## src/verilog/nn_defs.svh

```systemverilog
`ifndef NN_DEFS_SVH
`define NN_DEFS_SVH

// pixels per input vector, a multiple of NN_LANES
`define NN_INPUTS 20

// pixels delivered per beat
`define NN_LANES 5

// neurons in the hidden layer
`define NN_NEURONS 4

`define NN_BEATS (`NN_INPUTS / `NN_LANES)

// weight address, covers bias plus NN_INPUTS weights
`define NN_WSEL_W 5
`define NN_PSEL_W 5
`define NN_NSEL_W 2

`endif

```

## src/verilog/nn_pkg.sv

```systemverilog
package nn_pkg;

  // unsigned input pixel
  typedef logic [7:0] pixel_t;

  // signed weight, also used for the bias
  typedef logic signed [15:0] weight_t;

  // running dot product
  typedef logic signed [31:0] accum_t;

  typedef logic [7:0] lut_idx_t;

  // sign in bit 8, tanh magnitude in bits 7:0
  typedef logic [8:0] act_t;

  typedef enum logic [1:0] {
    IDLE,
    ACCUMULATE,
    EVALUATE
  } neuron_state_e;

  typedef enum logic [1:0] {
    F_IDLE,
    F_LOAD,
    F_STREAM
  } feeder_state_e;

endpackage

```

## src/verilog/tanh_lut.sv

```systemverilog
`timescale 1ns/10ps

module tanh_lut (
  input  nn_pkg::lut_idx_t idx,
  output nn_pkg::pixel_t   mag
);

  // one 8-bit entry per index value
  typedef logic [255:0][7:0] table_t;

  // entry m holds 255*tanh(m/64), from the rational form
  // x*(27+x^2)/(27+9*x^2) with x = m/64 scaled to integers
  function automatic table_t build_table();
    table_t t;
    longint num;
    longint den;
    longint v;
    for (int m = 0; m < 256; m++) begin
      num = 64'd255 * m * (64'd110592 + m * m);
      den = 64'd64 * (64'd110592 + 9 * m * m);
      v = num / den;
      // top of the range overshoots slightly
      if (v > 255) begin
        v = 255;
      end
      t[m] = 8'(v);
    end
    return t;
  endfunction

  localparam table_t TANH_TABLE = build_table();

  assign mag = TANH_TABLE[idx];

endmodule

```

## src/verilog/neuron.sv

```systemverilog
`timescale 1ns/10ps
`include "nn_defs.svh"

module neuron (
  input  logic                  clk,
  input  logic                  rst_n,
  input  logic                  wt_wr,
  input  logic [`NN_WSEL_W-1:0] weight_sel,
  input  nn_pkg::weight_t       weight_d,
  input  logic                  z,
  input  logic                  en,
  input  nn_pkg::pixel_t        d_0,
  input  nn_pkg::pixel_t        d_1,
  input  nn_pkg::pixel_t        d_2,
  input  nn_pkg::pixel_t        d_3,
  input  nn_pkg::pixel_t        d_4,
  output nn_pkg::act_t          q,
  output logic                  q_valid
);

  // bias at index 0, weight for pixel i at index i+1
  nn_pkg::weight_t weights [`NN_INPUTS+1];

  nn_pkg::neuron_state_e state;
  nn_pkg::accum_t        accum;
  nn_pkg::accum_t        beat_sum;
  logic [`NN_WSEL_W-1:0] beat;
  logic [`NN_WSEL_W-1:0] base;
  logic [31:0]           accum_abs;
  nn_pkg::lut_idx_t      lut_idx;
  nn_pkg::pixel_t        lut_mag;

  // pixel is unsigned, so zero-extend before the signed multiply
  function automatic nn_pkg::accum_t mac(nn_pkg::pixel_t p, nn_pkg::weight_t wt);
    nn_pkg::accum_t pe;
    nn_pkg::accum_t we;
    pe = nn_pkg::accum_t'($signed({1'b0, p}));
    we = nn_pkg::accum_t'(wt);
    return pe * we;
  endfunction

  tanh_lut i_tanh_lut (
    .idx (lut_idx),
    .mag (lut_mag)
  );

  // weights of the current beat start right after base
  assign base = `NN_WSEL_W'(beat * `NN_LANES);

  assign beat_sum = mac(d_0, weights[base + 1]) +
                    mac(d_1, weights[base + 2]) +
                    mac(d_2, weights[base + 3]) +
                    mac(d_3, weights[base + 4]) +
                    mac(d_4, weights[base + 5]);

  // two's complement magnitude, 32'h8000_0000 stays correct as unsigned
  assign accum_abs = accum[31] ? -accum : accum;

  // anything at or above 1024 clips to the last entry
  assign lut_idx = (|accum_abs[31:10]) ? 8'hff : accum_abs[9:2];

  // writes only land while idle, a start strobe wins over a write
  always_ff @(posedge clk) begin
    if (wt_wr && state == nn_pkg::IDLE && !z && weight_sel <= `NN_INPUTS) begin
      weights[weight_sel] <= weight_d;
    end
  end

  always_ff @(posedge clk) begin
    if (state == nn_pkg::IDLE && z) begin
      accum <= weights[0];
    end else if (state == nn_pkg::ACCUMULATE && en) begin
      accum <= accum + beat_sum;
    end
  end

  always_ff @(posedge clk or negedge rst_n) begin
    if (!rst_n) begin
      state   <= nn_pkg::IDLE;
      beat    <= '0;
      q       <= '0;
      q_valid <= 1'b0;
    end else begin
      q_valid <= 1'b0;
      case (state)
        nn_pkg::IDLE: begin
          if (z) begin
            beat  <= '0;
            state <= nn_pkg::ACCUMULATE;
          end
        end
        nn_pkg::ACCUMULATE: begin
          if (en) begin
            beat <= beat + 1'b1;
          end else begin
            state <= nn_pkg::EVALUATE;
          end
        end
        nn_pkg::EVALUATE: begin
          q       <= {accum[31], lut_mag};
          q_valid <= 1'b1;
          state   <= nn_pkg::IDLE;
        end
        default: begin
          state <= nn_pkg::IDLE;
        end
      endcase
    end
  end

  // feeder only streams after z has moved us out of IDLE
  a_no_en_in_idle: assert property (
    @(posedge clk) disable iff (!rst_n) (state == nn_pkg::IDLE) |-> !en
  );

  a_beat_range: assert property (
    @(posedge clk) disable iff (!rst_n) beat <= `NN_BEATS
  );

endmodule

```

## config.mk

```make
export PLATFORM = sky130hd
export DESIGN_NAME = neuron
export DESIGN_NICKNAME = d
export VERILOG_FILES = /design/src/verilog/nn_pkg.sv /design/src/verilog/tanh_lut.sv /design/src/verilog/neuron.sv
export VERILOG_INCLUDE_DIRS = /design/src /design/src/verilog
export SDC_FILE = /design/constraint.sdc
export NUM_CORES = 2
export LEC_CHECK = 0
export BUFFER_PORTS_ARGS = -buffer_cell sky130_fd_sc_hd__buf_2
export CORE_MARGIN = 8
export CORE_UTILIZATION = 50
export DETAILED_ROUTE_END_ITERATION = 6
export GPL_TIMING_DRIVEN = 0
export PLACE_DENSITY = 0.66
export SYNTH_ARGS = -nofsm -noshare
export SYNTH_HDL_FRONTEND = slang
export SYNTH_SLANG_ARGS = --single-unit
```

## constraint.sdc

```tcl
create_clock -name clk -period 12.68 [get_ports clk]
set_input_delay 2.536 -clock clk [delete_from_list [all_inputs] [get_ports clk]]
set_output_delay 2.536 -clock clk [all_outputs]
set_load 0.03 [all_outputs]
```

==> metrics.cfg <==
[logic_synthesis]
syn_area_mm2=0.0518
syn_nets=5700
synth_cell_types=84
yosysWarnings=0
synth_fa_ha_area_frac=0.347
synthMuxAreaShare=0.170
ys.flop_type=edfxtp_1
synth_top_family_by_area=adder cells
syn_area_per_cell_um2=11.1
synth-compound-area-share=0.0617
synthSimpleGateAreaFrac=0.109
synth_edf_count=368
synthXorXnorAreaFrac=0.0105
ys_ff_latch=385
ys_async_sr_fraction=0.0442
syn-instance-count=4651
ys_seq_area_frac=0.221

[place]
place.gp.congestion=1.05
dp_hpwl_um=146000
port-buffer-count=75

[clock_tree]
cts_tree=yes
root_buffer=clkbuf_16
clkLatencyLatePin_ps=600
hold_buffers=0
cts_buffer_depth=3
htree_levels=2
path_clk_slew_ps=60
cts.sinks=385
numCtsBuffers=41

[finish]
finish.utilization=0.545
final_cell_mix=inv_1, fa_1, nand2_1
final_common_cell=inv_1
finalNetCount=5833
syn_to_final_growth_pct=8.54
drive_gt1_frac=0.137
fillers=8908

[critical_path]
critical_path.max_stage_delay_ps=630
crit_path_top_delay_cell=fa_1
worstSetupPathType=reg2reg
start_kind=register
crit_required_ps=12990
critical_path_arrival_ps=12830
worstSetupEndpointType=register
cpMostUsedCell=fa_1
critPathMaxFanout=10

[drt]
wl_per_cell_um=29.6
dr.pass1.iters=7
drtIter0Drc=5638
drc=8
ant_nets=0
via_count=39324
wl_um=183000
vias_per_cell=6.34

[floorplanning]
dieArea_mm2=0.114
coreArea_mm2=0.103
io_pins=76
die_h_um=338
start_util=0.502
die-width_um=338
rows=118

[run]
cap_viol_max_count=2

[sta]
setup_viol=0
fin_crit_ps=12520
maxClockFrequency_ghz=0.0798
finClkSkew_ps=18.7
slew_viol_final=17
hold_viol=0
rsz0062_at_grt=true
final.period_utilization=0.988
worstMarginPinSlew_ps=1520
maxSlewHeadroom=-0.0134

[global_route]
grt_overflow_total=0
grt_pass1_vias=40224
antenna_found_initial=16
grt_pass1_wl_um=267000
grt_start_max_net_pins=34
grt_usage=0.323

[run_status]
violations=DRC, capacitance limit, slew limit
outcome=finished with violations

[hold_path]
min_path_type=reg2reg

## layer usage
layer / GRT usage / vias to the layer above / share of wire
met4: 0.195 / 10 / 0.081
met1: 0.389 / 19963 / 0.34
met5: 0.00681 / - / 0.00041
li1: - / 15812 / -
met2: 0.510 / 2784 / 0.46
met3: 0.0994 / 755 / 0.12
## state kept, by name (all words and copies together), names as in the netlist
register  flops
accum        32
beat          5
q             9
q_valid       1
state         2
weights     336
## cell type report
| cell class | instances | area [um2] | share of cell area |
|---|---|---|---|
| multi-input combinational | 3166 | 36800 | 0.654 |
| sequential | 385 | 11500 | 0.204 |
| inverter | 886 | 3330 | 0.0591 |
| tap | 1380 | 1730 | 0.0307 |
| clock buffer | 53 | 1090 | 0.0194 |
| buffer | 211 | 980 | 0.0174 |
| timing repair buffer | 93 | 609 | 0.0108 |
| clock inverter | 20 | 245 | 0.00436 |
| antenna | 8 | 20.0 | 0.000356 |
## cell usage after synthesis, types with 9 or more instances
cell,n,share of area
nor4_1,10,0.0012
or3_1,10,0.0012
a21oi_1,177,0.017
o21ai_0,92,0.0089
mux2i_1,128,0.025
o21a_1,13,0.0019
o31ai_1,23,0.0033
and2_1,141,0.017
mux2_2,9,0.0020
nor3_1,29,0.0028
xor2_1,22,0.0037
a211oi_1,28,0.0041
o211ai_1,19,0.0028
mux4_2,329,0.14
nor2b_1,195,0.024
buf_2,9,0.00087
o21ai_1,40,0.0039
edfxtp_1,368,0.21
dfrtp_1,17,0.0082
nand2b_1,87,0.011
fa_1,760,0.29
a31oi_1,10,0.0012
nor2_1,147,0.011
ha_1,223,0.054
inv_1,884,0.064
buf_1,41,0.0030
o22ai_1,16,0.0019
clkbuf_1,159,0.012
nand3_1,26,0.0025
nand2_1,454,0.033
xnor2_1,40,0.0068
## logic make-up (layout without fill, tap and decap cells)
kind of cell,after synthesis,after routing
other cells,0,8
compound gates,514,514
flops,385,385
mux,466,466
fa+ha+maj,983,983
simple gates,1141,1141
buf+inv,1100,1263
xor+xnor,62,62
## path summary, 6_finish.rpt
kind                       cells past startpoint      from  slack, ps        end
setup / recovery                              33   beat[1]        160  accum[31]
hold / removal                                 1  state[1]        480   state[1]
setup reg to reg                              33   beat[1]        160  accum[31]
hold reg to reg                                1  state[1]        480   state[1]
max in group asynchronous                      1     rst_n      10520    beat[4]
min in group asynchronous                      1     rst_n       1870    beat[0]
## timing repair
action,CTS,global route
setup buffers,2,1
resized for setup,129,48
setup endpoints to repair,29,15
pin swaps,1,1
## per-stage QoR
step / area [um2] / hold slack, ps / std cells / TNS [ps] / worst slack [ps]
after floorplan: 51800 / 448 / 4651 / 0 / 960
after global placement: 53900 / 469 / 6106 / -72720 / -3480
after detailed placement: 54400 / 475 / 6119 / -69460 / -3400
after CTS: 56100 / 482 / 6193 / 0 / 11.2
after global routing: 56300 / 535 / 6198 / -24.5 / -24.5
final: 56300 / 480 / 6202 / 0 / 156
## worst max-delay path: cells and delay by family (launching register included)
family,cells,cell delay [ps]
XOR/XNOR,1,170
AO/OA/AOI/OAI,5,1300
AND/OR/NAND/NOR,6,1320
flip-flops,1,400
multiplexers,2,940
buffers and inverters,8,2520
adder cells (fa/ha/maj),11,5520
Power is not shown: default switching activity piles up to over one toggle a cycle in this logic, so the estimate is an artifact.
