===== src/verilog/nn_defs.svh =====
`ifndef NN_DEFS_SVH
`define NN_DEFS_SVH

// pixels per input vector, a multiple of NN_LANES
`define NN_INPUTS 20

// pixels delivered per beat
`define NN_LANES 5

// neurons in the hidden layer
`define NN_NEURONS 4

`define NN_BEATS (`NN_INPUTS / `NN_LANES)

// weight address, covers bias plus NN_INPUTS weights
`define NN_WSEL_W 5
`define NN_PSEL_W 5
`define NN_NSEL_W 2

`endif


===== src/verilog/nn_pkg.sv =====
package nn_pkg;

  // unsigned input pixel
  typedef logic [7:0] pixel_t;

  // signed weight, also used for the bias
  typedef logic signed [15:0] weight_t;

  // running dot product
  typedef logic signed [31:0] accum_t;

  typedef logic [7:0] lut_idx_t;

  // sign in bit 8, tanh magnitude in bits 7:0
  typedef logic [8:0] act_t;

  typedef enum logic [1:0] {
    IDLE,
    ACCUMULATE,
    EVALUATE
  } neuron_state_e;

  typedef enum logic [1:0] {
    F_IDLE,
    F_LOAD,
    F_STREAM
  } feeder_state_e;

endpackage


===== src/verilog/pixel_feeder.sv =====
`timescale 1ns/10ps
`include "nn_defs.svh"

module pixel_feeder (
  input  logic                  clk,
  input  logic                  rst_n,
  input  logic                  pix_wr,
  input  logic [`NN_PSEL_W-1:0] pix_addr,
  input  nn_pkg::pixel_t        pix_d,
  input  logic                  start,
  input  logic                  done,
  output logic                  z,
  output logic                  en,
  output nn_pkg::pixel_t        d_0,
  output nn_pkg::pixel_t        d_1,
  output nn_pkg::pixel_t        d_2,
  output nn_pkg::pixel_t        d_3,
  output nn_pkg::pixel_t        d_4,
  output logic                  busy
);

  nn_pkg::pixel_t        pix_buf [`NN_INPUTS];
  nn_pkg::feeder_state_e state;
  logic [`NN_PSEL_W-1:0] beat;
  logic [`NN_PSEL_W-1:0] base;
  logic                  accept;

  // drops in the same cycle the neurons report done
  assign busy   = (state != nn_pkg::F_IDLE) && !done;
  assign accept = start && !busy;

  always_ff @(posedge clk) begin
    if (pix_wr && !busy && pix_addr < `NN_INPUTS) begin
      pix_buf[pix_addr] <= pix_d;
    end
  end

  // lane k of beat b carries pixel b*NN_LANES+k
  assign base = `NN_PSEL_W'(beat * `NN_LANES);
  assign d_0  = pix_buf[base];
  assign d_1  = pix_buf[base + 1];
  assign d_2  = pix_buf[base + 2];
  assign d_3  = pix_buf[base + 3];
  assign d_4  = pix_buf[base + 4];

  always_ff @(posedge clk or negedge rst_n) begin
    if (!rst_n) begin
      state <= nn_pkg::F_IDLE;
      z     <= 1'b0;
      en    <= 1'b0;
      beat  <= '0;
    end else begin
      z <= 1'b0;
      if (accept) begin
        z     <= 1'b1;
        state <= nn_pkg::F_LOAD;
      end else begin
        case (state)
          nn_pkg::F_LOAD: begin
            en    <= 1'b1;
            beat  <= '0;
            state <= nn_pkg::F_STREAM;
          end
          nn_pkg::F_STREAM: begin
            if (en) begin
              // hold beat on the last one so the lanes stay in range
              if (beat == `NN_BEATS - 1) begin
                en <= 1'b0;
              end else begin
                beat <= beat + 1'b1;
              end
            end else if (done) begin
              state <= nn_pkg::F_IDLE;
            end
          end
          default: begin
            state <= nn_pkg::F_IDLE;
          end
        endcase
      end
    end
  end

  // bias load and data beats never overlap
  a_z_en_exclusive: assert property (
    @(posedge clk) disable iff (!rst_n) !(z && en)
  );

endmodule


===== config.mk =====
export PLATFORM = sky130hd
export DESIGN_NAME = pixel_feeder
export DESIGN_NICKNAME = d
export VERILOG_FILES = /design/src/verilog/nn_pkg.sv /design/src/verilog/pixel_feeder.sv
export VERILOG_INCLUDE_DIRS = /design/src /design/src/verilog
export SDC_FILE = /design/constraint.sdc
export NUM_CORES = 1
export LEC_CHECK = 0
export BUFFER_PORTS_ARGS = -buffer_cell sky130_fd_sc_hd__buf_2
export CORE_MARGIN = 1.5
export CORE_UTILIZATION = 45
export DETAILED_ROUTE_END_ITERATION = 10
export PLACE_DENSITY_LB_ADDON = 0.15
export SLEW_MARGIN = 10
export SYNTH_ARGS = -nofsm -noshare
export SYNTH_HDL_FRONTEND = slang
export SYNTH_SLANG_ARGS = --single-unit
export TNS_END_PERCENT = 100

===== constraint.sdc =====
create_clock -name clk -period 4.95 [get_ports clk]
set_input_delay 0.2475 -clock clk [delete_from_list [all_inputs] [get_ports clk]]
set_output_delay 0.2475 -clock clk [all_outputs]
set_load 0.005 [all_outputs]

==> impl_metrics.prom, run 1 <==
# TYPE chip_impl_metric gauge
chip_impl_metric{name="synth.distinct_cells",unit=""} 41
chip_impl_metric{name="postSynth.asyncResetShare",unit="%"} 5.33
chip_impl_info{name="cp_slowest_cell",value="sky130_fd_sc_hd__xnor2_1"} 1
chip_impl_metric{name="initial_core_util",unit="%"} 46.3
chip_impl_metric{name="ctsLongestPathBuffers",unit=""} 2
chip_impl_metric{name="fp-row-count",unit=""} 56
chip_impl_metric{name="area_growth_syn_to_layout",unit="%"} 11.6
chip_impl_metric{name="p_per_area",unit="nW/µm²"} 417
chip_impl_metric{name="tightestPinTransition",unit="ns"} 1.32
chip_impl_metric{name="fin_setup_tns",unit="ns"} 0
chip_impl_metric{name="floorplan.die.width",unit="µm"} 159
chip_impl_info{name="synthTopCellsByArea",value="sky130_fd_sc_hd__edfxtp_1, sky130_fd_sc_hd__mux4_2, sky130_fd_sc_hd__mux2_2, sky130_fd_sc_hd__dfrtp_1, sky130_fd_sc_hd__ha_1"} 1
chip_impl_metric{name="synth_sequential_area_ratio",unit="%"} 45.9
chip_impl_metric{name="worst_clock_skew",unit="ns"} 0.00740
chip_impl_metric{name="drt_drc_violations_left",unit=""} 0
chip_impl_metric{name="clkTransAtPathRegs",unit="ns"} 0.07
chip_impl_metric{name="gr-total-overflow",unit=""} 0
chip_impl_metric{name="h-tree-depth",unit=""} 4
chip_impl_metric{name="max_freq",unit="MHz"} 224
chip_impl_info{name="cts_root_buffer",value="sky130_fd_sc_hd__clkbuf_16"} 1
chip_impl_metric{name="final-max-slew-violation-count",unit=""} 0
chip_impl_info{name="grt_setup_unrepaired",value="no"} 1
chip_impl_metric{name="grt_pass1_vias",unit=""} 6946
chip_impl_metric{name="syn-num-nets",unit=""} 627
chip_impl_metric{name="number_of_gates_resized_after_cts",unit=""} 0
chip_impl_info{name="synth_area_leader_cell",value="sky130_fd_sc_hd__edfxtp_1"} 1
chip_impl_info{name="startpoint_type",value="flip-flop"} 1
chip_impl_metric{name="report.final.setup_viol",unit=""} 0
chip_impl_info{name="clock_tree_from_tritoncts",value="yes"} 1
chip_impl_metric{name="clock-sinks",unit=""} 169
chip_impl_metric{name="worst_hold_slack",unit="ns"} 0.153
chip_impl_metric{name="area_of_the_multi_input_gates",unit="µm²"} 5670
chip_impl_info{name="crit_path_end_kind",value="output pin"} 1
chip_impl_metric{name="routed_wirelength",unit="µm"} 30700
chip_impl_metric{name="nNetsFinal",unit=""} 690
chip_impl_metric{name="final-seq-area",unit="µm²"} 5030
chip_impl_metric{name="post-route-period-util",unit="%"} 90.4
chip_impl_metric{name="cap_viol_max_count",unit=""} 0
chip_impl_metric{name="cts_buffers",unit=""} 17
chip_impl_metric{name="grt_start_max_net_pins",unit=""} 63
chip_impl_metric{name="max-vdd-ir-drop",unit="mV"} 0.234
chip_impl_metric{name="critical_path.max_fanout",unit=""} 33
chip_impl_metric{name="detail_route.wl_per_cell",unit="µm"} 30.9
chip_impl_metric{name="vias_per_cell",unit=""} 6.89
chip_impl_info{name="primary_ff_master_synth",value="sky130_fd_sc_hd__edfxtp_1"} 1
chip_impl_info{name="min-delay-path-class",value="input port to flip-flop"} 1
chip_impl_metric{name="clk_latency",unit="ns"} 0.43
chip_impl_metric{name="arrival",unit="ns"} 4.23
chip_impl_metric{name="final_layout_size_suffix_gt1_share",unit="%"} 52.5
chip_impl_metric{name="insertedDiodeCount",unit=""} 0
chip_impl_metric{name="detailroute.via_count",unit=""} 6842
chip_impl_info{name="kind_of_critical_path",value="flip-flop to output pin"} 1
chip_impl_metric{name="gp_routability_congestion",unit=""} 0.903
chip_impl_metric{name="syn_avg_cell_area",unit="µm²"} 18.3
chip_impl_metric{name="number_of_antenna_violations_at_the_first_check_in_global_routing",unit=""} 1
chip_impl_metric{name="grt_pass1_wl",unit="µm"} 45200
chip_impl_metric{name="path_buf_inv",unit=""} 2
chip_impl_metric{name="floorplan.io_pins",unit=""} 61
chip_impl_metric{name="fp.dieH",unit="µm"} 159
chip_impl_info{name="worst_path_dominant_cell_family",value="XOR/XNOR gates"} 1
chip_impl_metric{name="synthesis.area",unit="µm²"} 11000
chip_impl_metric{name="place.port_buffers",unit=""} 60
chip_impl_metric{name="core",unit="µm²"} 23700
chip_impl_metric{name="layout.core_utilization",unit="%"} 51.7
chip_impl_metric{name="timing_hold_violations_final",unit=""} 0
chip_impl_metric{name="maxSlewHeadroom",unit="%"} 11.7
chip_impl_metric{name="yosys_warnings",unit=""} 0
chip_impl_info{name="run_status",value="completed"} 1
chip_impl_metric{name="post_synth_inst_count",unit=""} 598
chip_impl_metric{name="die_area",unit="µm²"} 25300
chip_impl_info{name="critical_path.cell_chain",value="ha_1, ha_1, xnor2_1, xnor2_2, buf_4, xnor2_1, o311ai_0, o21a_1, buf_2"} 1
chip_impl_metric{name="timing.critical_path.slowest_cell_delay",unit="ns"} 0.97
chip_impl_metric{name="num-fill-cells",unit=""} 1964
chip_impl_metric{name="drt_first_iter_violations",unit=""} 777
chip_impl_metric{name="cellLeakagePower",unit="nW"} 3.86
chip_impl_metric{name="synth.ff_latch_count",unit=""} 169
chip_impl_metric{name="yosysTopAreaCellShare",unit="%"} 43.8
chip_impl_metric{name="detailedRoute.firstPassIterationCount",unit=""} 5
chip_impl_metric{name="synth_edf_count",unit=""} 160
chip_impl_metric{name="ant_nets",unit=""} 0
chip_impl_metric{name="required",unit="ns"} 4.70
chip_impl_metric{name="globalRouteTotalUtil",unit="%"} 24.8
chip_impl_metric{name="layout_min_cycle_time",unit="ns"} 4.47
chip_impl_metric{name="hpwlAfterDp",unit="µm"} 21100
[synth_stat cells, types with 10 or more instances]
cell                       count
sky130_fd_sc_hd__ha_1         11
sky130_fd_sc_hd__a21oi_1      13
sky130_fd_sc_hd__buf_4        10
sky130_fd_sc_hd__buf_2        16
sky130_fd_sc_hd__edfxtp_1    160
sky130_fd_sc_hd__nand2_1      12
sky130_fd_sc_hd__o21ai_0      10
sky130_fd_sc_hd__mux2_2       39
sky130_fd_sc_hd__mux4_2      187
sky130_fd_sc_hd__mux2i_1      12
sky130_fd_sc_hd__nor2_1       27
[what timing repair did]
item / 4_1_cts / 5_1_grt
setup endpoints to repair: 0 / 7
buffers inserted: 0 / 1
hold endpoints to repair: 9 / 0
hold buffers: 1 / 0
[logic make-up after synthesis]
kind of cell | after synthesis | synth area share [%]
flip-flops | 169 | 45.9
buffers and inverters | 56 | 2.78
XOR/XNOR | 12 | 1.03
multiplexers | 238 | 43.5
AO/OA/AOI/OAI | 49 | 2.83
adder cells (fa/ha/maj) | 11 | 1.25
AND/OR/NAND/NOR | 63 | 2.76
[flip-flops by register name, indices dropped and copies added, names as in the netlist]
signal	cells
beat	5
z	1
pix_buf	160
state	2
en	1
[per-layer routing]
layer	vias up	track usage, %	part of all wire, %
met2	411	42.2	52
li1	2755	-	-
met1	3634	31.8	36
met4	0	7.50	2.6
met3	42	5.89	9.0
met5	-	0	0
[worst min-delay path: stages]
cell and delay, ns:
sky130_fd_sc_hd__buf_2 0.07, sky130_fd_sc_hd__o21ai_0 0.12, sky130_fd_sc_hd__inv_1 0.10
[final timing paths]
kind	startpoint	to	slack, ns	depth (start not counted)
hold / removal	start	z	0.15	3
max in group asynchronous	rst_n	beat[0]	4.54	2
hold reg to reg	en	en	0.61	1
setup reg to reg	state[0]	pix_buf[0][0]	2.10	6
setup / recovery	beat[0]	d_3[0]	0.48	9
min in group asynchronous	rst_n	beat[1]	0.20	2
[report_power, final]
part	switching, mW	internal (mW)
logic	1.04	1.18
registers	0.0487	1.58
clock network	0.590	0.663
total	1.68	3.42
[final cells by class]
cell class              instances  share of cell area (%)
inverters                      10                   0.307
well taps                     319                    3.26
flip-flops and latches        169                    41.1
repair buffers                 90                    4.42
clock inverters                15                    1.10
multi-input cells             373                    46.3
clock buffers                  17                    3.48
[cell usage in the layout, fill, tap and decap left out, drive strengths merged, types with 4 or more instances in the layout]
| master | instances |
|---|---|
| nand3b | 4 |
| nand2 | 12 |
| xnor2 | 8 |
| clkinv | 5 |
| nor2 | 27 |
| xor2 | 4 |
| mux4 | 187 |
| o22ai | 4 |
| a21oi | 13 |
| clkbuf | 17 |
| edfxtp | 160 |
| mux2i | 12 |
| ha | 11 |
| buf | 89 |
| a211oi | 9 |
| dfrtp | 9 |
| mux2 | 39 |
| and2 | 9 |
| inv | 18 |
| o21ai | 10 |
[per-stage QoR]
stage               power, mW  cells  setup WS (ns)  instance area [µm²]
global placement         3.84    959          0.837                11700
finish                   5.10    993          0.477                12200
detailed placement       3.87    959          0.724                11700
floorplan                3.26    598           1.25                11000
global route             5.32    993          0.194                12200
CTS                      5.12    992          0.250                12200
Power figures use the tool's default switching activity.
==> run 2: changes to the inputs <==
--- a/config.mk
+++ b/config.mk
@@ -8,7 +8,7 @@
 export LEC_CHECK = 0
 export BUFFER_PORTS_ARGS = -buffer_cell sky130_fd_sc_hd__buf_2
 export CORE_MARGIN = 1.5
-export CORE_UTILIZATION = 45
+export CORE_UTILIZATION = 37
 export DETAILED_ROUTE_END_ITERATION = 10
 export PLACE_DENSITY_LB_ADDON = 0.15
 export SLEW_MARGIN = 10
==> run 2 against run 1 <==
Net effect:
- final area is 1.4% higher
- critical path depth down 1
- worst hold slack worse by 0.016 ns
- maximum frequency rose by 5.0%
- first-iteration DRC count down 2.6%
- combinational power about the same
- sequential cell count unchanged
- clock skew increased by 0.0048 ns
==> impl_metrics.prom, run 2 (same netlist as run 1, synthesis figures left out) <==
# TYPE chip_impl_metric gauge
chip_impl_metric{name="required",unit="ns"} 4.70
chip_impl_info{name="cts_root_buffer",value="sky130_fd_sc_hd__clkbuf_16"} 1
chip_impl_metric{name="ant_nets",unit=""} 0
chip_impl_info{name="layout_commonest_cell",value="sky130_fd_sc_hd__mux4_2"} 1
chip_impl_metric{name="number_of_antenna_violations_at_the_first_check_in_global_routing",unit=""} 1
chip_impl_metric{name="place.port_buffers",unit=""} 60
chip_impl_info{name="min-delay-path-class",value="input port to flip-flop"} 1
chip_impl_metric{name="cellLeakagePower",unit="nW"} 3.90
chip_impl_metric{name="post-place-ws",unit="ns"} 1.13
chip_impl_metric{name="h-tree-depth",unit=""} 4
chip_impl_metric{name="grt_pass1_vias",unit=""} 6821
chip_impl_metric{name="post-cts-setup-buffer-count",unit=""} 0
chip_impl_metric{name="power_total",unit="mW"} 5.20
chip_impl_metric{name="gr-total-overflow",unit=""} 0
chip_impl_info{name="run_status",value="completed"} 1
chip_impl_metric{name="area_growth_syn_to_layout",unit="%"} 13.2
chip_impl_metric{name="maxSlewHeadroom",unit="%"} 18.9
chip_impl_metric{name="cap_viol_max_count",unit=""} 0
chip_impl_info{name="worst_path_most_repeated_cell",value="sky130_fd_sc_hd__ha_1"} 1
chip_impl_info{name="critical_path.cell_chain",value="ha_1, ha_1, xnor2_1, xnor2_2, xor2_2, buf_4, mux2_2, buf_2"} 1
chip_impl_metric{name="routed_wirelength",unit="µm"} 32500
chip_impl_metric{name="setup_ws",unit="ns"} 0.688
chip_impl_metric{name="p_per_area",unit="nW/µm²"} 419
chip_impl_metric{name="clkTransAtPathRegs",unit="ns"} 0.08
chip_impl_metric{name="gp_routability_congestion",unit=""} 0.839
chip_impl_metric{name="die_area",unit="µm²"} 30700
chip_impl_metric{name="clock-sinks",unit=""} 169
chip_impl_metric{name="grt_start_max_net_pins",unit=""} 145
chip_impl_metric{name="globalRouteTotalUtil",unit="%"} 21.9
chip_impl_metric{name="detail_route.wl_per_cell",unit="µm"} 30.5
chip_impl_info{name="cp_slowest_cell",value="sky130_fd_sc_hd__xnor2_2"} 1
chip_impl_metric{name="final-max-slew-violation-count",unit=""} 0
chip_impl_info{name="top_register",value="pix_buf"} 1
chip_impl_metric{name="timing.critical_path.slowest_cell_delay",unit="ns"} 0.76
chip_impl_metric{name="tightestPinTransition",unit="ns"} 1.21
chip_impl_metric{name="num-fill-cells",unit=""} 2515
chip_impl_metric{name="post-route-period-util",unit="%"} 86.1
chip_impl_info{name="largestRegisters",value="pix_buf: 160 flops, beat: 5 flops, state: 2 flops"} 1
chip_impl_metric{name="drt_first_iter_violations",unit=""} 757
chip_impl_info{name="grt_setup_unrepaired",value="no"} 1
chip_impl_metric{name="drt_drc_violations_left",unit=""} 0
chip_impl_info{name="startpoint_type",value="flip-flop"} 1
chip_impl_metric{name="detailedRoute.firstPassIterationCount",unit=""} 5
chip_impl_metric{name="worst_hold_slack",unit="ns"} 0.138
chip_impl_metric{name="timing_hold_violations_final",unit=""} 0
chip_impl_metric{name="core",unit="µm²"} 28900
chip_impl_info{name="clock_tree_from_tritoncts",value="yes"} 1
chip_impl_metric{name="max-vdd-ir-drop",unit="mV"} 0.236
chip_impl_metric{name="layout_min_cycle_time",unit="ns"} 4.26
chip_impl_metric{name="flip_flop_count_of_the_largest_register_all_copies_and_words_added",unit=""} 160
chip_impl_metric{name="worst_clock_skew",unit="ns"} 0.0122
chip_impl_metric{name="fp.dieH",unit="µm"} 175
chip_impl_info{name="kind_of_critical_path",value="flip-flop to output pin"} 1
chip_impl_metric{name="insertedDiodeCount",unit=""} 0
chip_impl_metric{name="clk_latency",unit="ns"} 0.44
chip_impl_metric{name="ctsLongestPathBuffers",unit=""} 2
chip_impl_metric{name="grt_pass1_wl",unit="µm"} 47300
chip_impl_metric{name="layout.core_utilization",unit="%"} 42.9
chip_impl_metric{name="floorplan.die.width",unit="µm"} 175
chip_impl_metric{name="nNetsFinal",unit=""} 696
chip_impl_metric{name="detailroute.via_count",unit=""} 6874
chip_impl_metric{name="arrival",unit="ns"} 4.01
chip_impl_metric{name="fin_setup_tns",unit="ns"} 0
chip_impl_metric{name="cts_buffers",unit=""} 17
chip_impl_info{name="crit_path_end_kind",value="output pin"} 1
chip_impl_metric{name="final_layout_size_suffix_gt1_share",unit="%"} 54.0
chip_impl_info{name="most-common-layout-cells",value="sky130_fd_sc_hd__mux4_2, sky130_fd_sc_hd__edfxtp_1, sky130_fd_sc_hd__buf_2, sky130_fd_sc_hd__mux2_2, sky130_fd_sc_hd__buf_4"} 1
chip_impl_metric{name="vias_per_cell",unit=""} 6.46
chip_impl_metric{name="report.final.setup_viol",unit=""} 0
chip_impl_metric{name="hpwlAfterDp",unit="µm"} 22400
chip_impl_metric{name="initial_core_util",unit="%"} 37.9
chip_impl_metric{name="floorplan.io_pins",unit=""} 61
chip_impl_metric{name="max_freq",unit="MHz"} 235
chip_impl_metric{name="critical_path.max_fanout",unit=""} 20
chip_impl_metric{name="fp-row-count",unit=""} 62
## run 2: cell count changes in the layout (fill, tap and decap cells not counted), sizes merged
cell	previous run	this run
clkinvlp	2	1
inv	18	19
clkinv	5	4
buf	89	95
clkbuf	17	18
## run 2: area by class of cell
type / instances / area, µm² / area share (%)
tap: 384 / 480 / 3.87
timing repair buffer: 96 / 598 / 4.82
clock buffer: 18 / 429 / 3.46
sequential: 169 / 5030 / 40.6
inverter: 10 / 37.5 / 0.302
multi-input combinational: 373 / 5690 / 45.8
clock inverter: 14 / 146 / 1.18
## run 2: timing repair
item                      4_1_cts  5_1_grt
hold endpoints to repair        9        0
resized for setup               0        0
hold buffers                    1        0
## run 2: worst paths after layout
| path | startpoint | cells after the start | slack [ns] | to |
|---|---|---|---|---|
| setup / recovery | beat[1] | 8 | 0.69 | d_4[4] |
| hold / removal | start | 3 | 0.14 | z |
| setup reg to reg | state[1] | 7 | 2.14 | pix_buf[16][6] |
| hold reg to reg | state[0] | 2 | 0.63 | state[0] |
| max in group asynchronous | rst_n | 2 | 4.55 | beat[0] |
| min in group asynchronous | rst_n | 2 | 0.18 | beat[3] |
## run 2: metrics by stage
| step | cell area [µm²] | std cells |
|---|---|---|
| after global placement | 11800 | 1031 |
| after detailed placement | 11800 | 1031 |
| after global routing | 12400 | 1064 |
| after floorplan | 11000 | 598 |
| final | 12400 | 1064 |
| after CTS | 12400 | 1064 |
## run 2: power breakdown
group,internal (mW),total [mW],switching (mW)
Combinational,1.20,2.25,1.06
Sequential,1.58,1.63,0.0456
Clock,0.676,1.32,0.645
## run 2: routing by layer
layer	wire length (µm)	track usage, %
met4	709	5.88
met2	16200	35.6
met1	13000	29.6
met3	2630	5.00
met5	0	0
## run 2: critical path: cells and delay by family, from the launching register on
| kind | cells | cell delay [ns] |
|---|---|---|
| xor+xnor | 3 | 1.56 |
| flops | 1 | 0.66 |
| fa+ha+maj | 2 | 0.51 |
| mux | 1 | 0.39 |
| buf+inv | 2 | 0.44 |
==> run 3: changes to the inputs <==
==> constraint.sdc (replaced) <==
create_clock -name clk -period 4.95 [get_ports clk]
set_input_delay 0.2475 -clock clk [delete_from_list [all_inputs] [get_ports clk]]
set_output_delay 0.2475 -clock clk [all_outputs]
set_load 0.01 [all_outputs]
==> run 3 against run 2 <==
Net effect:
- global-route usage up 0.51 points
- final area up 0.66%
- combinational power up 5%
- critical endpoint is now d_1[1]
==> impl_metrics.prom, run 3 (same netlist as run 1, synthesis figures left out) <==
# TYPE chip_impl_metric gauge
chip_impl_info{name="run_status",value="completed"} 1
chip_impl_metric{name="clkPwrFrac",unit="%"} 25.6
chip_impl_metric{name="timing_hold_violations_final",unit=""} 0
chip_impl_metric{name="area_of_the_multi_input_gates",unit="µm²"} 5670
chip_impl_metric{name="detailedRoute.firstPassIterationCount",unit=""} 7
chip_impl_info{name="cp_slowest_cell",value="sky130_fd_sc_hd__xor2_1"} 1
chip_impl_metric{name="cell_internal_pwr",unit="mW"} 3.58
chip_impl_metric{name="flip_flop_count_of_the_largest_register_all_copies_and_words_added",unit=""} 160
chip_impl_info{name="grt_setup_unrepaired",value="no"} 1
chip_impl_metric{name="insertedDiodeCount",unit=""} 0
chip_impl_info{name="critical_path.cell_chain",value="ha_1, ha_1, xor2_1, buf_4, mux4_2, mux2_2, buf_2"} 1
chip_impl_metric{name="final_layout_size_suffix_gt1_share",unit="%"} 53.6
chip_impl_metric{name="detail_route.wl_per_cell",unit="µm"} 30.7
chip_impl_metric{name="layout_min_cycle_time",unit="ns"} 4.36
chip_impl_metric{name="ant_nets",unit=""} 0
chip_impl_metric{name="die_area",unit="µm²"} 30700
chip_impl_metric{name="clkTransAtPathRegs",unit="ns"} 0.07
chip_impl_metric{name="num-fill-cells",unit=""} 2555
chip_impl_metric{name="max-vdd-ir-drop",unit="mV"} 0.246
chip_impl_metric{name="globalRouteTotalUtil",unit="%"} 22.4
chip_impl_info{name="worst_path_dominant_cell_family",value="adder cells"} 1
chip_impl_metric{name="required",unit="ns"} 4.70
chip_impl_metric{name="cts_buffers",unit=""} 17
chip_impl_info{name="layout_commonest_cell",value="sky130_fd_sc_hd__mux4_2"} 1
chip_impl_metric{name="gr-total-overflow",unit=""} 0
chip_impl_metric{name="pwr-share-seq",unit="%"} 30.1
chip_impl_metric{name="timing.critical_path.slowest_cell_delay",unit="ns"} 0.87
chip_impl_metric{name="report.final.setup_viol",unit=""} 0
chip_impl_info{name="most-common-layout-cells",value="sky130_fd_sc_hd__mux4_2, sky130_fd_sc_hd__edfxtp_1, sky130_fd_sc_hd__buf_2, sky130_fd_sc_hd__buf_4, sky130_fd_sc_hd__mux2_2"} 1
chip_impl_metric{name="arrival",unit="ns"} 4.11
chip_impl_metric{name="gp_routability_congestion",unit=""} 0.867
chip_impl_info{name="startpoint_type",value="flip-flop"} 1
chip_impl_metric{name="core",unit="µm²"} 28900
chip_impl_metric{name="fp.dieH",unit="µm"} 175
chip_impl_metric{name="layout.core_utilization",unit="%"} 43.2
chip_impl_info{name="worst_path_most_repeated_cell",value="sky130_fd_sc_hd__ha_1"} 1
chip_impl_metric{name="nNetsFinal",unit=""} 708
chip_impl_metric{name="grt_pass1_wl",unit="µm"} 48400
chip_impl_metric{name="vias_per_cell",unit=""} 6.46
chip_impl_metric{name="number_of_antenna_violations_at_the_first_check_in_global_routing",unit=""} 2
chip_impl_metric{name="place.port_buffers",unit=""} 60
chip_impl_metric{name="fp-row-count",unit=""} 62
chip_impl_metric{name="cellLeakagePower",unit="nW"} 3.96
chip_impl_metric{name="clock-sinks",unit=""} 169
chip_impl_metric{name="floorplan.die.width",unit="µm"} 175
chip_impl_metric{name="post-route-period-util",unit="%"} 88.0
chip_impl_metric{name="final-max-slew-violation-count",unit=""} 0
chip_impl_info{name="min-delay-path-class",value="input port to flip-flop"} 1
chip_impl_metric{name="ctsLongestPathBuffers",unit=""} 2
chip_impl_metric{name="cap_viol_max_count",unit=""} 0
chip_impl_metric{name="grt_pass1_vias",unit=""} 7008
chip_impl_metric{name="area_growth_syn_to_layout",unit="%"} 13.9
chip_impl_metric{name="switching_share",unit="%"} 32.9
chip_impl_metric{name="maxSlewHeadroom",unit="%"} 30.0
chip_impl_metric{name="fin_setup_tns",unit="ns"} 0
chip_impl_metric{name="grt_start_max_net_pins",unit=""} 126
chip_impl_metric{name="drt_first_iter_violations",unit=""} 700
chip_impl_metric{name="post-route-cell-area",unit="µm²"} 12500
chip_impl_metric{name="tightestPinTransition",unit="ns"} 1.05
chip_impl_metric{name="floorplan.io_pins",unit=""} 61
chip_impl_metric{name="final-seq-area",unit="µm²"} 5030
chip_impl_metric{name="hpwlAfterDp",unit="µm"} 23800
chip_impl_metric{name="post-cts-setup-buffer-count",unit=""} 0
chip_impl_metric{name="drt_drc_violations_left",unit=""} 0
chip_impl_metric{name="detailroute.via_count",unit=""} 6953
chip_impl_metric{name="path_buf_inv",unit=""} 2
chip_impl_metric{name="h-tree-depth",unit=""} 4
chip_impl_info{name="crit_path_end_kind",value="output pin"} 1
chip_impl_metric{name="initial_core_util",unit="%"} 37.9
chip_impl_metric{name="gate_power_share",unit="%"} 44.3
chip_impl_metric{name="routed_wirelength",unit="µm"} 33100
chip_impl_metric{name="placed_area",unit="µm²"} 11900
chip_impl_info{name="largestRegisters",value="pix_buf: 160 flops, beat: 5 flops, state: 2 flops"} 1
chip_impl_info{name="kind_of_critical_path",value="flip-flop to output pin"} 1
chip_impl_info{name="clock_tree_from_tritoncts",value="yes"} 1
chip_impl_metric{name="clk_latency",unit="ns"} 0.42
chip_impl_metric{name="switchingPower",unit="mW"} 1.76
chip_impl_metric{name="worst_clock_skew",unit="ns"} 0.00888
chip_impl_metric{name="p_per_area",unit="nW/µm²"} 427
chip_impl_metric{name="critical_path.max_fanout",unit=""} 20
chip_impl_info{name="cts_root_buffer",value="sky130_fd_sc_hd__clkbuf_16"} 1
chip_impl_metric{name="max_freq",unit="MHz"} 230
chip_impl_info{name="top_register",value="pix_buf"} 1
[run 3: path summary, 6_finish.rpt]
| check | depth (start not counted) | to | slack (ns) | start |
|---|---|---|---|---|
| worst max-delay path | 7 | d_1[1] | 0.59 | beat[1] |
| worst min-delay path | 3 | z | 0.15 | start |
| worst max register to register | 8 | pix_buf[4][3] | 2.14 | state[1] |
| worst min register to register | 2 | state[0] | 0.63 | state[0] |
| max in group asynchronous | 2 | beat[0] | 4.55 | rst_n |
| min in group asynchronous | 2 | beat[2] | 0.20 | rst_n |
[run 3: area by class of cell]
type,instances,area share (%)
multi-input combinational,373,45.4
sequential,169,40.3
timing repair buffer,108,5.41
tap,384,3.85
clock buffer,18,3.43
clock inverter,14,1.35
inverter,10,0.300
[run 3: per-stage QoR]
stage / total power [mW] / hold WS, ns / setup slack, ns / cells
after floorplan: 3.34 / -0.0481 / 1.23 / 598
after detailed placement: 4.02 / 0.113 / 0.978 / 1043
after CTS: 5.38 / 0.137 / 0.530 / 1076
after global placement: 4.02 / 0.112 / 0.984 / 1043
after global routing: 5.57 / 0.181 / 0.450 / 1076
final: 5.34 / 0.148 / 0.593 / 1076
[run 3: worst register-to-register path, cell delays in order (launching register included)]
cell and delay, ns:
sky130_fd_sc_hd__dfrtp_1 0.38, sky130_fd_sc_hd__inv_1 0.11, sky130_fd_sc_hd__ha_1 0.17, sky130_fd_sc_hd__nor2_1 0.05, sky130_fd_sc_hd__buf_4 0.16, sky130_fd_sc_hd__nand3b_1 0.18
sky130_fd_sc_hd__or3_1 0.41, sky130_fd_sc_hd__nor2_1 0.73, sky130_fd_sc_hd__buf_4 0.32
[run 3: timing repair]
item,CTS,global route
hold endpoints to repair,9,0
resized for setup,0,0
hold buffers,1,0
[run 3: metal layers]
layer	GRT usage (%)	vias up	wire, µm
met5	0	-	0
met4	5.91	0	773
met3	5.74	45	3030
met2	35.9	391	16000
met1	30.5	3732	13200
li1	-	2785	-
[run 3: power groups by stage]
stage | Sequential, mW | Clock, mW | Combinational (mW)
finish | 1.60 | 1.37 | 2.37
global route | 1.61 | 1.44 | 2.53
global placement | 1.63 | 0 | 2.38
detailed placement | 1.63 | 0 | 2.38
floorplan | 1.63 | 0 | 1.71
CTS | 1.60 | 1.38 | 2.40
